File: src/rtl/hugepage_tx_pkg.sv
//////////////////////////////////////////////////
// shared widths, TLP field codes and header view for the
// huge page transmit engine, imported by RTL and testbench
//////////////////////////////////////////////////

package hugepage_tx_pkg;

    //////////////////////////////////////////////////
    // widths
    //////////////////////////////////////////////////
    localparam int TRN_DW    = 64;   // trn data bus
    localparam int BUF_AW    = 9;    // 512 qword buffer
    localparam int BUF_PTR_W = 10;   // extra wrap bit
    localparam int QW_CNT_W  = 9;    // qwords per TLP
    localparam int TAG_W     = 4;    // tag bits from TLP number
    localparam int PAGE_QW_W = 32;   // qwords written into a page

    //////////////////////////////////////////////////
    // TLP fields
    //////////////////////////////////////////////////
    localparam int         PAGE_HDR_BYTES = 128;         // reserved at page start
    localparam logic [6:0] FMT_TYPE_MWR64 = 7'b110_0000; // 4DW header, with data
    localparam logic [1:0] ATTR_DATA      = 2'b11;       // relaxed ordering + no snoop
    localparam logic [1:0] ATTR_CLOSE     = 2'b01;       // no snoop only
    localparam logic [9:0] CLOSE_LEN_DW   = 10'd2;

    // framer FSM codes
    localparam logic [2:0] FR_IDLE  = 3'd0;
    localparam logic [2:0] FR_START = 3'd1;   // waits for credit, also replay entry
    localparam logic [2:0] FR_HDR   = 3'd2;
    localparam logic [2:0] FR_ADDR  = 3'd3;
    localparam logic [2:0] FR_DATA  = 3'd4;

    // first header qword of a memory write, msb first on the bus
    typedef struct packed {
        logic       rsvd0;
        logic [6:0] fmt_type;
        logic       rsvd1;
        logic [2:0] tc;            // traffic class
        logic [3:0] rsvd2;
        logic       td;            // digest present
        logic       ep;            // poisoned
        logic [1:0] attr;
        logic [1:0] rsvd3;
        logic [9:0] length;        // in DW
        logic [15:0] requester_id;
        logic [7:0] tag;
        logic [3:0] last_be;
        logic [3:0] first_be;
    } tlp_hdr_t;

    typedef union packed {
        tlp_hdr_t          hdr;
        logic [TRN_DW-1:0] raw;
    } tlp_qword_u;

endpackage

File: src/rtl/hugepage_tx_top.sv
//////////////////////////////////////////////////
// huge page transmit engine as seen by the PCIe core
//////////////////////////////////////////////////
`timescale 1ns/1ps

module hugepage_tx_top (
    input  logic                                  trn_clk,
    input  logic                                  reset_n,
    input  logic                                  send_valid,
    input  logic [hugepage_tx_pkg::QW_CNT_W-1:0]  send_qwords,
    input  logic                                  send_close,
    output logic                                  send_ready,
    output logic [hugepage_tx_pkg::BUF_AW-1:0]    rd_addr,
    input  logic [63:0]                           rd_data,
    output logic [hugepage_tx_pkg::BUF_PTR_W-1:0] committed_rd_addr,
    input  logic [63:0]                           page_addr_1,
    input  logic [63:0]                           page_addr_2,
    input  logic                                  page_status_1,
    input  logic                                  page_status_2,
    output logic                                  page_free_1,
    output logic                                  page_free_2,
    output logic [hugepage_tx_pkg::TRN_DW-1:0]    trn_td,
    output logic [7:0]                            trn_trem_n,
    output logic                                  trn_tsof_n,
    output logic                                  trn_teof_n,
    output logic                                  trn_tsrc_rdy_n,
    input  logic                                  trn_tdst_rdy_n,
    input  logic [3:0]                            trn_tbuf_av,
    input  logic [15:0]                           cfg_completer_id,
    output logic                                  cfg_interrupt_n,
    input  logic                                  cfg_interrupt_rdy_n
);
    import hugepage_tx_pkg::*;

    logic                 page_valid;
    logic [63:0]          page_base;
    logic                 page_release;
    logic                 job_valid;
    logic                 job_ready;
    logic                 job_done;
    logic                 job_close;
    logic [QW_CNT_W-1:0]  job_qwords;
    logic [63:0]          job_host_addr;
    logic [BUF_PTR_W-1:0] job_buf_ptr;
    logic [TAG_W-1:0]     job_tag;
    logic [PAGE_QW_W-1:0] page_qw_count;

    page_slot_ctrl u_slots (
        .trn_clk(trn_clk), .reset_n(reset_n),
        .page_addr_1(page_addr_1), .page_addr_2(page_addr_2),
        .page_status_1(page_status_1), .page_status_2(page_status_2),
        .page_release(page_release), .page_valid(page_valid), .page_base(page_base),
        .page_free_1(page_free_1), .page_free_2(page_free_2)
    );

    write_scheduler u_sched (
        .trn_clk(trn_clk), .reset_n(reset_n),
        .page_valid(page_valid), .page_base(page_base), .page_release(page_release),
        .send_valid(send_valid), .send_qwords(send_qwords),
        .send_close(send_close), .send_ready(send_ready),
        .job_valid(job_valid), .job_close(job_close), .job_qwords(job_qwords),
        .job_host_addr(job_host_addr), .job_buf_ptr(job_buf_ptr), .job_tag(job_tag),
        .page_qw_count(page_qw_count), .job_ready(job_ready), .job_done(job_done),
        .committed_rd_addr(committed_rd_addr),
        .cfg_interrupt_n(cfg_interrupt_n), .cfg_interrupt_rdy_n(cfg_interrupt_rdy_n)
    );

    tlp_framer u_framer (
        .trn_clk(trn_clk), .reset_n(reset_n),
        .job_valid(job_valid), .job_close(job_close), .job_qwords(job_qwords),
        .job_host_addr(job_host_addr), .job_buf_ptr(job_buf_ptr), .job_tag(job_tag),
        .page_qw_count(page_qw_count), .job_ready(job_ready), .job_done(job_done),
        .rd_addr(rd_addr), .rd_data(rd_data), .cfg_completer_id(cfg_completer_id),
        .trn_td(trn_td), .trn_trem_n(trn_trem_n),
        .trn_tsof_n(trn_tsof_n), .trn_teof_n(trn_teof_n),
        .trn_tsrc_rdy_n(trn_tsrc_rdy_n), .trn_tdst_rdy_n(trn_tdst_rdy_n),
        .trn_tbuf_av(trn_tbuf_av)
    );

endmodule

File: src/rtl/page_slot_ctrl.sv
//////////////////////////////////////////////////
// hands out host pages from two slots in turn and
// pulses the slot's free line when the page comes back
//////////////////////////////////////////////////
`timescale 1ns/1ps

module page_slot_ctrl (
    input  logic        trn_clk,
    input  logic        reset_n,
    input  logic [63:0] page_addr_1,
    input  logic [63:0] page_addr_2,
    input  logic        page_status_1,
    input  logic        page_status_2,
    input  logic        page_release,
    output logic        page_valid,
    output logic [63:0] page_base,
    output logic        page_free_1,
    output logic        page_free_2
);

    logic slot_sel;     // 0 waits on slot 1, 1 on slot 2
    logic slot_ready;

    assign slot_ready = slot_sel ? page_status_2 : page_status_1;

    always_ff @(posedge trn_clk or negedge reset_n) begin
        if (!reset_n) begin
            page_valid  <= 1'b0;
            slot_sel    <= 1'b0;
            page_free_1 <= 1'b0;
            page_free_2 <= 1'b0;
        end else begin
            page_free_1 <= 1'b0;                    // single cycle pulses
            page_free_2 <= 1'b0;
            if (!page_valid) begin
                if (slot_ready) begin
                    page_valid <= 1'b1;
                end
            end else if (page_release) begin
                page_valid  <= 1'b0;
                page_free_1 <= !slot_sel;           // give back the slot in use
                page_free_2 <= slot_sel;
                slot_sel    <= !slot_sel;           // then wait on the other one
            end
        end
    end

    // base is captured as the waited-on slot turns valid
    always_ff @(posedge trn_clk) begin
        if (!page_valid && slot_ready) begin
            page_base <= slot_sel ? page_addr_2 : page_addr_1;
        end
    end

endmodule

File: src/rtl/tlp_framer.sv
//////////////////////////////////////////////////
// drives memory write TLPs on the trn tx bus from framer jobs,
// replays a TLP whole when the core stalled it
//////////////////////////////////////////////////
`timescale 1ns/1ps

module tlp_framer (
    input  logic                                  trn_clk,
    input  logic                                  reset_n,
    input  logic                                  job_valid,
    input  logic                                  job_close,
    input  logic [hugepage_tx_pkg::QW_CNT_W-1:0]  job_qwords,
    input  logic [63:0]                           job_host_addr,
    input  logic [hugepage_tx_pkg::BUF_PTR_W-1:0] job_buf_ptr,
    input  logic [hugepage_tx_pkg::TAG_W-1:0]     job_tag,
    input  logic [hugepage_tx_pkg::PAGE_QW_W-1:0] page_qw_count,
    output logic                                  job_ready,
    output logic                                  job_done,
    output logic [hugepage_tx_pkg::BUF_AW-1:0]    rd_addr,
    input  logic [63:0]                           rd_data,
    input  logic [15:0]                           cfg_completer_id,
    output logic [hugepage_tx_pkg::TRN_DW-1:0]    trn_td,
    output logic [7:0]                            trn_trem_n,
    output logic                                  trn_tsof_n,
    output logic                                  trn_teof_n,
    output logic                                  trn_tsrc_rdy_n,
    input  logic                                  trn_tdst_rdy_n,
    input  logic [3:0]                            trn_tbuf_av
);
    import hugepage_tx_pkg::*;

    logic [2:0]           state;
    logic                 stalled;       // core held off a beat after the header
    logic [QW_CNT_W-1:0]  qw_cnt;        // payload beats presented
    logic                 cur_close;
    logic [QW_CNT_W-1:0]  cur_qwords;
    logic [63:0]          cur_addr;
    logic [BUF_AW-1:0]    cur_ptr;       // replay start point
    logic [TAG_W-1:0]     cur_tag;
    logic [PAGE_QW_W-1:0] cur_qwc;
    tlp_qword_u           hdr_word;
    logic [63:0]          rd_swap;
    logic [31:0]          qwc_swap;

    assign job_ready  = (state == FR_IDLE);
    assign trn_trem_n = 8'h00;              // every beat is a full qword
    assign rd_swap    = {<<8{rd_data}};
    assign qwc_swap   = {<<8{cur_qwc}};

    always_comb begin
        hdr_word                  = '0;
        hdr_word.hdr.fmt_type     = FMT_TYPE_MWR64;
        hdr_word.hdr.attr         = cur_close ? ATTR_CLOSE : ATTR_DATA;
        hdr_word.hdr.length       = cur_close ? CLOSE_LEN_DW : {cur_qwords, 1'b0};
        hdr_word.hdr.requester_id = cfg_completer_id;
        hdr_word.hdr.tag          = cur_close ? 8'h00 : 8'(cur_tag);
        hdr_word.hdr.last_be      = 4'hF;
        hdr_word.hdr.first_be     = 4'hF;
    end

    // job fields, kept for replays
    always_ff @(posedge trn_clk) begin
        if (job_valid && job_ready) begin
            cur_close  <= job_close;
            cur_qwords <= job_qwords;
            cur_addr   <= job_host_addr;
            cur_ptr    <= job_buf_ptr[BUF_AW-1:0];
            cur_tag    <= job_tag;
            cur_qwc    <= page_qw_count;
        end
    end

    //////////////////////////////////////////////////
    // beat sequencing
    //////////////////////////////////////////////////
    always_ff @(posedge trn_clk or negedge reset_n) begin
        if (!reset_n) begin
            state          <= FR_IDLE;
            stalled        <= 1'b0;
            job_done       <= 1'b0;
            qw_cnt         <= '0;
            rd_addr        <= '0;
            trn_td         <= '0;
            trn_tsof_n     <= 1'b1;
            trn_teof_n     <= 1'b1;
            trn_tsrc_rdy_n <= 1'b1;
        end else begin
            job_done <= 1'b0;
            case (state)
                FR_IDLE: begin
                    if (job_valid) begin
                        state <= FR_START;
                    end
                end
                FR_START: begin
                    if (trn_tbuf_av[1] && !trn_tdst_rdy_n) begin   // credit and core ready
                        trn_td         <= hdr_word.raw;
                        trn_tsof_n     <= 1'b0;
                        trn_tsrc_rdy_n <= 1'b0;
                        rd_addr        <= cur_ptr;
                        stalled        <= 1'b0;
                        state          <= FR_HDR;
                    end
                end
                FR_HDR: begin
                    if (!trn_tdst_rdy_n) begin
                        trn_td     <= cur_addr;
                        trn_tsof_n <= 1'b1;
                        rd_addr    <= rd_addr + 1'b1;          // first qword already read
                        state      <= FR_ADDR;
                    end
                end
                FR_ADDR: begin
                    rd_addr <= rd_addr + 1'b1;                 // steps even when stalled
                    if (!trn_tdst_rdy_n) begin
                        trn_td     <= cur_close ? {qwc_swap, 32'h0} : rd_swap;
                        trn_teof_n <= !(cur_close || cur_qwords == QW_CNT_W'(1));
                        qw_cnt     <= QW_CNT_W'(1);
                        state      <= FR_DATA;
                    end else begin
                        stalled <= 1'b1;
                    end
                end
                FR_DATA: begin
                    rd_addr <= rd_addr + 1'b1;
                    if (!trn_tdst_rdy_n) begin
                        if (!trn_teof_n) begin                 // last beat went out
                            trn_teof_n     <= 1'b1;
                            trn_tsrc_rdy_n <= 1'b1;
                            if (stalled) begin
                                state <= FR_START;             // send it all again
                            end else begin
                                job_done <= 1'b1;
                                state    <= FR_IDLE;
                            end
                        end else begin
                            trn_td     <= rd_swap;
                            qw_cnt     <= qw_cnt + 1'b1;
                            trn_teof_n <= !(qw_cnt + 1'b1 == cur_qwords);
                        end
                    end else begin
                        stalled <= 1'b1;
                    end
                end
                default: state <= FR_IDLE;
            endcase
        end
    end

endmodule

File: src/rtl/write_scheduler.sv
//////////////////////////////////////////////////
// turns producer requests into framer jobs, keeps the page
// offset, tag and committed pointer, raises the interrupt
//////////////////////////////////////////////////
`timescale 1ns/1ps

module write_scheduler (
    input  logic                                  trn_clk,
    input  logic                                  reset_n,
    input  logic                                  page_valid,
    input  logic [63:0]                           page_base,
    output logic                                  page_release,
    input  logic                                  send_valid,
    input  logic [hugepage_tx_pkg::QW_CNT_W-1:0]  send_qwords,
    input  logic                                  send_close,
    output logic                                  send_ready,
    output logic                                  job_valid,
    output logic                                  job_close,
    output logic [hugepage_tx_pkg::QW_CNT_W-1:0]  job_qwords,
    output logic [63:0]                           job_host_addr,
    output logic [hugepage_tx_pkg::BUF_PTR_W-1:0] job_buf_ptr,
    output logic [hugepage_tx_pkg::TAG_W-1:0]     job_tag,
    output logic [hugepage_tx_pkg::PAGE_QW_W-1:0] page_qw_count,
    input  logic                                  job_ready,
    input  logic                                  job_done,
    output logic [hugepage_tx_pkg::BUF_PTR_W-1:0] committed_rd_addr,
    output logic                                  cfg_interrupt_n,
    input  logic                                  cfg_interrupt_rdy_n
);
    import hugepage_tx_pkg::*;

    logic             page_live;     // page set up and taking data
    logic             job_pending;   // accepted, not yet done
    logic [63:0]      host_addr;     // next data write address
    logic [TAG_W-1:0] tlp_num;
    logic             send_take;

    assign send_ready  = page_live && !job_pending && cfg_interrupt_n;
    assign send_take   = send_valid && send_ready;
    assign job_tag     = tlp_num;
    assign job_buf_ptr = committed_rd_addr;   // stable while a job is out

    //////////////////////////////////////////////////
    // page and progress state
    //////////////////////////////////////////////////
    always_ff @(posedge trn_clk or negedge reset_n) begin
        if (!reset_n) begin
            page_live         <= 1'b0;
            job_valid         <= 1'b0;
            job_pending       <= 1'b0;
            page_release      <= 1'b0;
            cfg_interrupt_n   <= 1'b1;
            host_addr         <= '0;
            page_qw_count     <= '0;
            tlp_num           <= '0;
            committed_rd_addr <= '0;
        end else begin
            page_release <= 1'b0;

            // fresh page, valid still high during the release cycle
            if (page_valid && !page_live && !page_release) begin
                page_live     <= 1'b1;
                host_addr     <= page_base + 64'(PAGE_HDR_BYTES);
                page_qw_count <= '0;
            end

            if (send_take) begin
                job_valid   <= 1'b1;
                job_pending <= 1'b1;
            end else if (job_valid && job_ready) begin
                job_valid <= 1'b0;
            end

            if (!cfg_interrupt_n && !cfg_interrupt_rdy_n) begin
                cfg_interrupt_n <= 1'b1;              // core took the request
            end

            if (job_done) begin
                job_pending <= 1'b0;
                if (job_close) begin
                    page_release    <= 1'b1;
                    page_live       <= 1'b0;
                    cfg_interrupt_n <= 1'b0;
                end else begin
                    host_addr         <= host_addr + 64'({job_qwords, 3'b000});
                    tlp_num           <= tlp_num + 1'b1;
                    committed_rd_addr <= committed_rd_addr + BUF_PTR_W'(job_qwords);
                    page_qw_count     <= page_qw_count + PAGE_QW_W'(job_qwords);
                end
            end
        end
    end

    // job payload, held until the next request
    always_ff @(posedge trn_clk) begin
        if (send_take) begin
            job_close     <= send_close;
            job_qwords    <= send_qwords;
            job_host_addr <= send_close ? page_base : host_addr;  // close writes the page base
        end
    end

endmodule

File: config.mk
export PLATFORM = sky130hd
export DESIGN_NAME = hugepage_tx_top
export DESIGN_NICKNAME = d
export VERILOG_FILES = /design/src/rtl/hugepage_tx_pkg.sv /design/src/rtl/hugepage_tx_top.sv /design/src/rtl/page_slot_ctrl.sv /design/src/rtl/tlp_framer.sv /design/src/rtl/write_scheduler.sv
export SDC_FILE = /design/constraint.sdc
export NUM_CORES = 1
export LEC_CHECK = 0
export BUFFER_PORTS_ARGS = -buffer_cell sky130_fd_sc_hd__buf_4
export CAP_MARGIN = 30
export CORE_MARGIN = 2
export CORE_UTILIZATION = 33
export DETAILED_ROUTE_END_ITERATION = 7
export PLACE_DENSITY = 0.62
export SYNTH_ARGS = -nofsm -noshare
export SYNTH_HDL_FRONTEND = slang
export SYNTH_SLANG_ARGS = --single-unit
export TNS_END_PERCENT = 5
File: constraint.sdc
create_clock -name trn_clk -period 9.09 [get_ports trn_clk]
set_input_delay 0.4545 -clock trn_clk [delete_from_list [all_inputs] [get_ports trn_clk]]
set_output_delay 0.4545 -clock trn_clk [all_outputs]
set_load 0.05 [all_outputs]
==> results.json <==
{
  "status": "complete, no violations",
  "synth_area_per_cell_um2": 11.50,
  "clockRootBuffer": "clkbuf_16",
  "die_h_um": 268.7,
  "routabilityCongestion": 0.8867,
  "yosys_warnings": 0,
  "postLayoutCellArea_um2": 28010,
  "final_nets": 2549,
  "worstMarginPinSlew_ns": 0.9992,
  "clkPwrFrac_pct": 25.6,
  "start_util_pct": 33.19,
  "vias": 17960,
  "end_kind": "flop",
  "fp.dieW_um": 268.7,
  "post_cts_buffers": 0,
  "via_per_inst": 5.496,
  "synth_area_leader_cell": "edfxtp_1",
  "dp_cells": 3167,
  "drt-wirelength-per-cell_um": 21.27,
  "yosysTopAreaCellShare_pct": 33.37,
  "final.period_utilization_pct": 39.31,
  "netSwitchingFraction_pct": 38.40,
  "dp_hpwl_mm": 48.89,
  "p_leak_uw": 0.01072,
  "core.rowCount": 97,
  "post-route-drc-count": 0,
  "powerDensity_nw_per_um2": 283.3,
  "drive_gt1_share_pct": 25.57,
  "arrival_ns": 4.07,
  "routed_wl_mm": 69.52,
  "synthDistinctLibCells": 94,
  "syn2layout_area_growth_pct": 21.15,
  "h-tree-depth": 2,
  "numPortBuffers": 315,
  "seqPwrFrac_pct": 40.3,
  "internal_power_uw": 4890,
  "min_path_type": "input port to flop",
  "cts_buffers": 49,
  "cp.required_ns": 9.59,
  "ir_worst_vdd_v": 0.0001471,
  "critPathKind": "flop to flop",
  "dr.pass1.iters": 7,
  "finClkSkew_ns": 0.03042,
  "grt_pass1_wl_mm": 104.3,
  "drt_iter0_drc": 1674,
  "slew_viol_final": 0,
  "overflow": 0,
  "dpl_cell_area_um2": 26300,
  "setup_viol": 0,
  "synth_cells": 2011,
  "ys_seq_area_share_pct": 56.01,
  "hp-start": "send_qwords[1]",
  "relSlewSlack_pct": 32.88,
  "finalNonFillerCells": 3268,
  "cp-start-kind": "flop",
  "cts_num_sinks": 466,
  "rsz0062_at_grt": "no",
  "path_max_fanout": 42,
  "cts_hold_buf": 6,
  "syn_area_um2": 23120,
  "cts.repair.resized": 0,
  "synth_edf_count": 257,
  "r2r_slack_ns": 5.52,
  "tns_ns": 0,
  "r2r_start": "u_sched.job_close",
  "power_uw": 7938,
  "cts_buffer_depth": 3,
  "clk_latency_ns": 0.61,
  "io_pins": 327,
  "grt_use_total_pct": 18.82,
  "fin_hold_ws_ns": 0.04585,
  "cts_tree": "built",
  "synth-seq-cells": 466,
  "period_needed_ns": 3.573,
  "drtAntennaViolNets": 0,
  "yosys-top-cells-area": "edfxtp_1, dfrtp_1, mux2_2, nand2_1, o21ai_0",
  "clk_pin_slew_ns": 0.06,
  "async_flop_share_pct": 44.85,
  "max_freq_mhz": 279.8,
  "grt_max_degree": 100,
  "antenna_found_initial": 1,
  "r2r-end": "u_sched.host_addr[42]",
  "hold_violations": 0,
  "hold_end": "u_sched.job_qwords[1]",
  "hold-path-cell-count": 1,
  "maxCapViolCount": 0,
  "grt_pass1_vias": 17250,
  "p_switching_uw": 3048,
  "ys.flop_type": "edfxtp_1",
  "r2r_cells": 5,
  "combPwrFrac_pct": 34.1,
  "die_area_um2": 72210,
  "coreArea_um2": 69660
}
[how the worst max path moves through the flow]
stage                                  from                     to  slack (ns)  cells after the start
global placement          u_sched.job_close  u_sched.host_addr[42]        5.59                      5
finish                    u_sched.job_close  u_sched.host_addr[42]        5.52                      5
floorplan           u_sched.cfg_interrupt_n      u_sched.job_close        4.89                      3
detailed placement        u_sched.job_close  u_sched.host_addr[23]        5.57                      6
global route              u_sched.job_close  u_sched.host_addr[23]        5.36                      6
CTS                       u_sched.job_close  u_sched.host_addr[42]        5.54                      5
[cell usage in the layout (no fill, tap or decap), drive strengths merged, types with 10 or more instances in the layout]
cell / n
nor3: 44
mux2: 127
nor2: 101
a31oi: 23
clkbuf: 66
a21o: 22
and2: 16
o21ai: 135
a22oi: 11
nand3: 69
a21boi: 12
a221oi: 18
edfxtp: 257
nand2: 209
a21oi: 87
o31ai: 14
nor4: 20
and3: 44
a222oi: 46
dfrtp: 205
inv: 28
o211ai: 18
a211oi: 25
o21a: 10
nand4: 46
xor2: 32
xnor2: 42
a311oi: 18
ha: 31
clkinv: 18
nand2b: 13
buf: 343
mux2i: 13
and4: 21
nor3b: 14
[final cells by class]
cell class | instances | area (um2)
inverters | 26 | 97.59
clock inverters | 26 | 285.3
repair buffers | 349 | 2683
flip-flops and latches | 466 | 12950
fillers | 6697 | 41650
multi-input cells | 1394 | 9485
clock buffers | 66 | 1330
well taps | 940 | 1176
diodes | 1 | 2.502
[layer usage]
metal	share of wire, %	routed length, um	global-route usage, %
met1	43	29900	25.90
met2	47	32880	30.42
met3	6.8	4700	2.868
met4	2.9	2046	6.201
met5	0	0	0
[power groups by stage]
| stage | registers [uW] | logic [uW] | clock network [uW] |
|---|---|---|---|
| detailed placement | 3230 | 2690 | 0 |
| finish | 3200 | 2700 | 2030 |
| global placement | 3210 | 2630 | 0 |
| floorplan | 3630 | 1360 | 0 |
| global route | 3260 | 2930 | 2170 |
| CTS | 3190 | 2700 | 2090 |
[synthesized netlist by cell type (6+ instances only)]
| library cell | number |
|---|---|
| nand3_1 | 69 |
| or2_2 | 6 |
| mux2_2 | 127 |
| nand4_1 | 44 |
| a21oi_1 | 86 |
| and3_1 | 44 |
| nor3b_1 | 13 |
| nor2_1 | 101 |
| a21o_1 | 21 |
| clkbuf_8 | 8 |
| nor4_1 | 15 |
| and2_1 | 15 |
| mux2i_1 | 13 |
| a21boi_0 | 12 |
| buf_2 | 9 |
| buf_1 | 10 |
| nor3_1 | 42 |
| edfxtp_1 | 257 |
| a211oi_1 | 23 |
| a31oi_1 | 23 |
| a22oi_1 | 11 |
| o21a_1 | 10 |
| and4_1 | 19 |
| ha_1 | 31 |
| xor2_1 | 32 |
| o21ai_0 | 132 |
| or3_1 | 7 |
| a311oi_1 | 18 |
| nand2b_1 | 13 |
| dfrtp_1 | 205 |
| a222oi_1 | 46 |
| a221oi_1 | 17 |
| o31ai_1 | 14 |
| buf_4 | 13 |
| o211ai_1 | 18 |
| clkbuf_1 | 85 |
| inv_1 | 26 |
| xnor2_1 | 42 |
| o22ai_1 | 7 |
| nor2b_1 | 8 |
| nand2_1 | 209 |
[critical path: stages (launching register included)]
cell and delay, ns:
edfxtp_1 0.86, nand2b_2 0.76, buf_4 0.58, nand2_1 0.67, and3_1 0.42, o22ai_1 0.12
[state kept, by name (all words and copies together) (netlist names), 3 cells and up]
name	flops
u_framer.cur_qwords	9
u_sched.job_qwords	9
u_framer.state	3
u_framer.cur_qwc	32
u_framer.rd_addr	9
u_framer.trn_td	64
u_sched.page_qw_count	32
u_sched.host_addr	64
u_framer.cur_addr	64
u_sched.job_tag	4
u_slots.page_base	64
u_framer.qw_cnt	9
u_framer.cur_tag	4
u_framer.cur_ptr	9
u_sched.committed_rd_addr	10
u_sched.job_host_addr	64
[stage by stage]
step | utilization, % | setup slack [ns]
final | 40.21 | 5.517
after global routing | 40.21 | 5.362
after CTS | 40.16 | 5.540
after detailed placement | 37.75 | 5.569
after global placement | 37.71 | 5.588
after floorplan | - | 4.886
[cell families after synthesis]
family	share of synthesized area, %
simple gates	14.05
compound gates	15.05
flops	56.01
buf+inv	3.382
mux	6.747
xor+xnor	2.803
fa+ha+maj	1.937
other cells	0.01622
No activity file was read; power rests on OpenSTA's default activity.
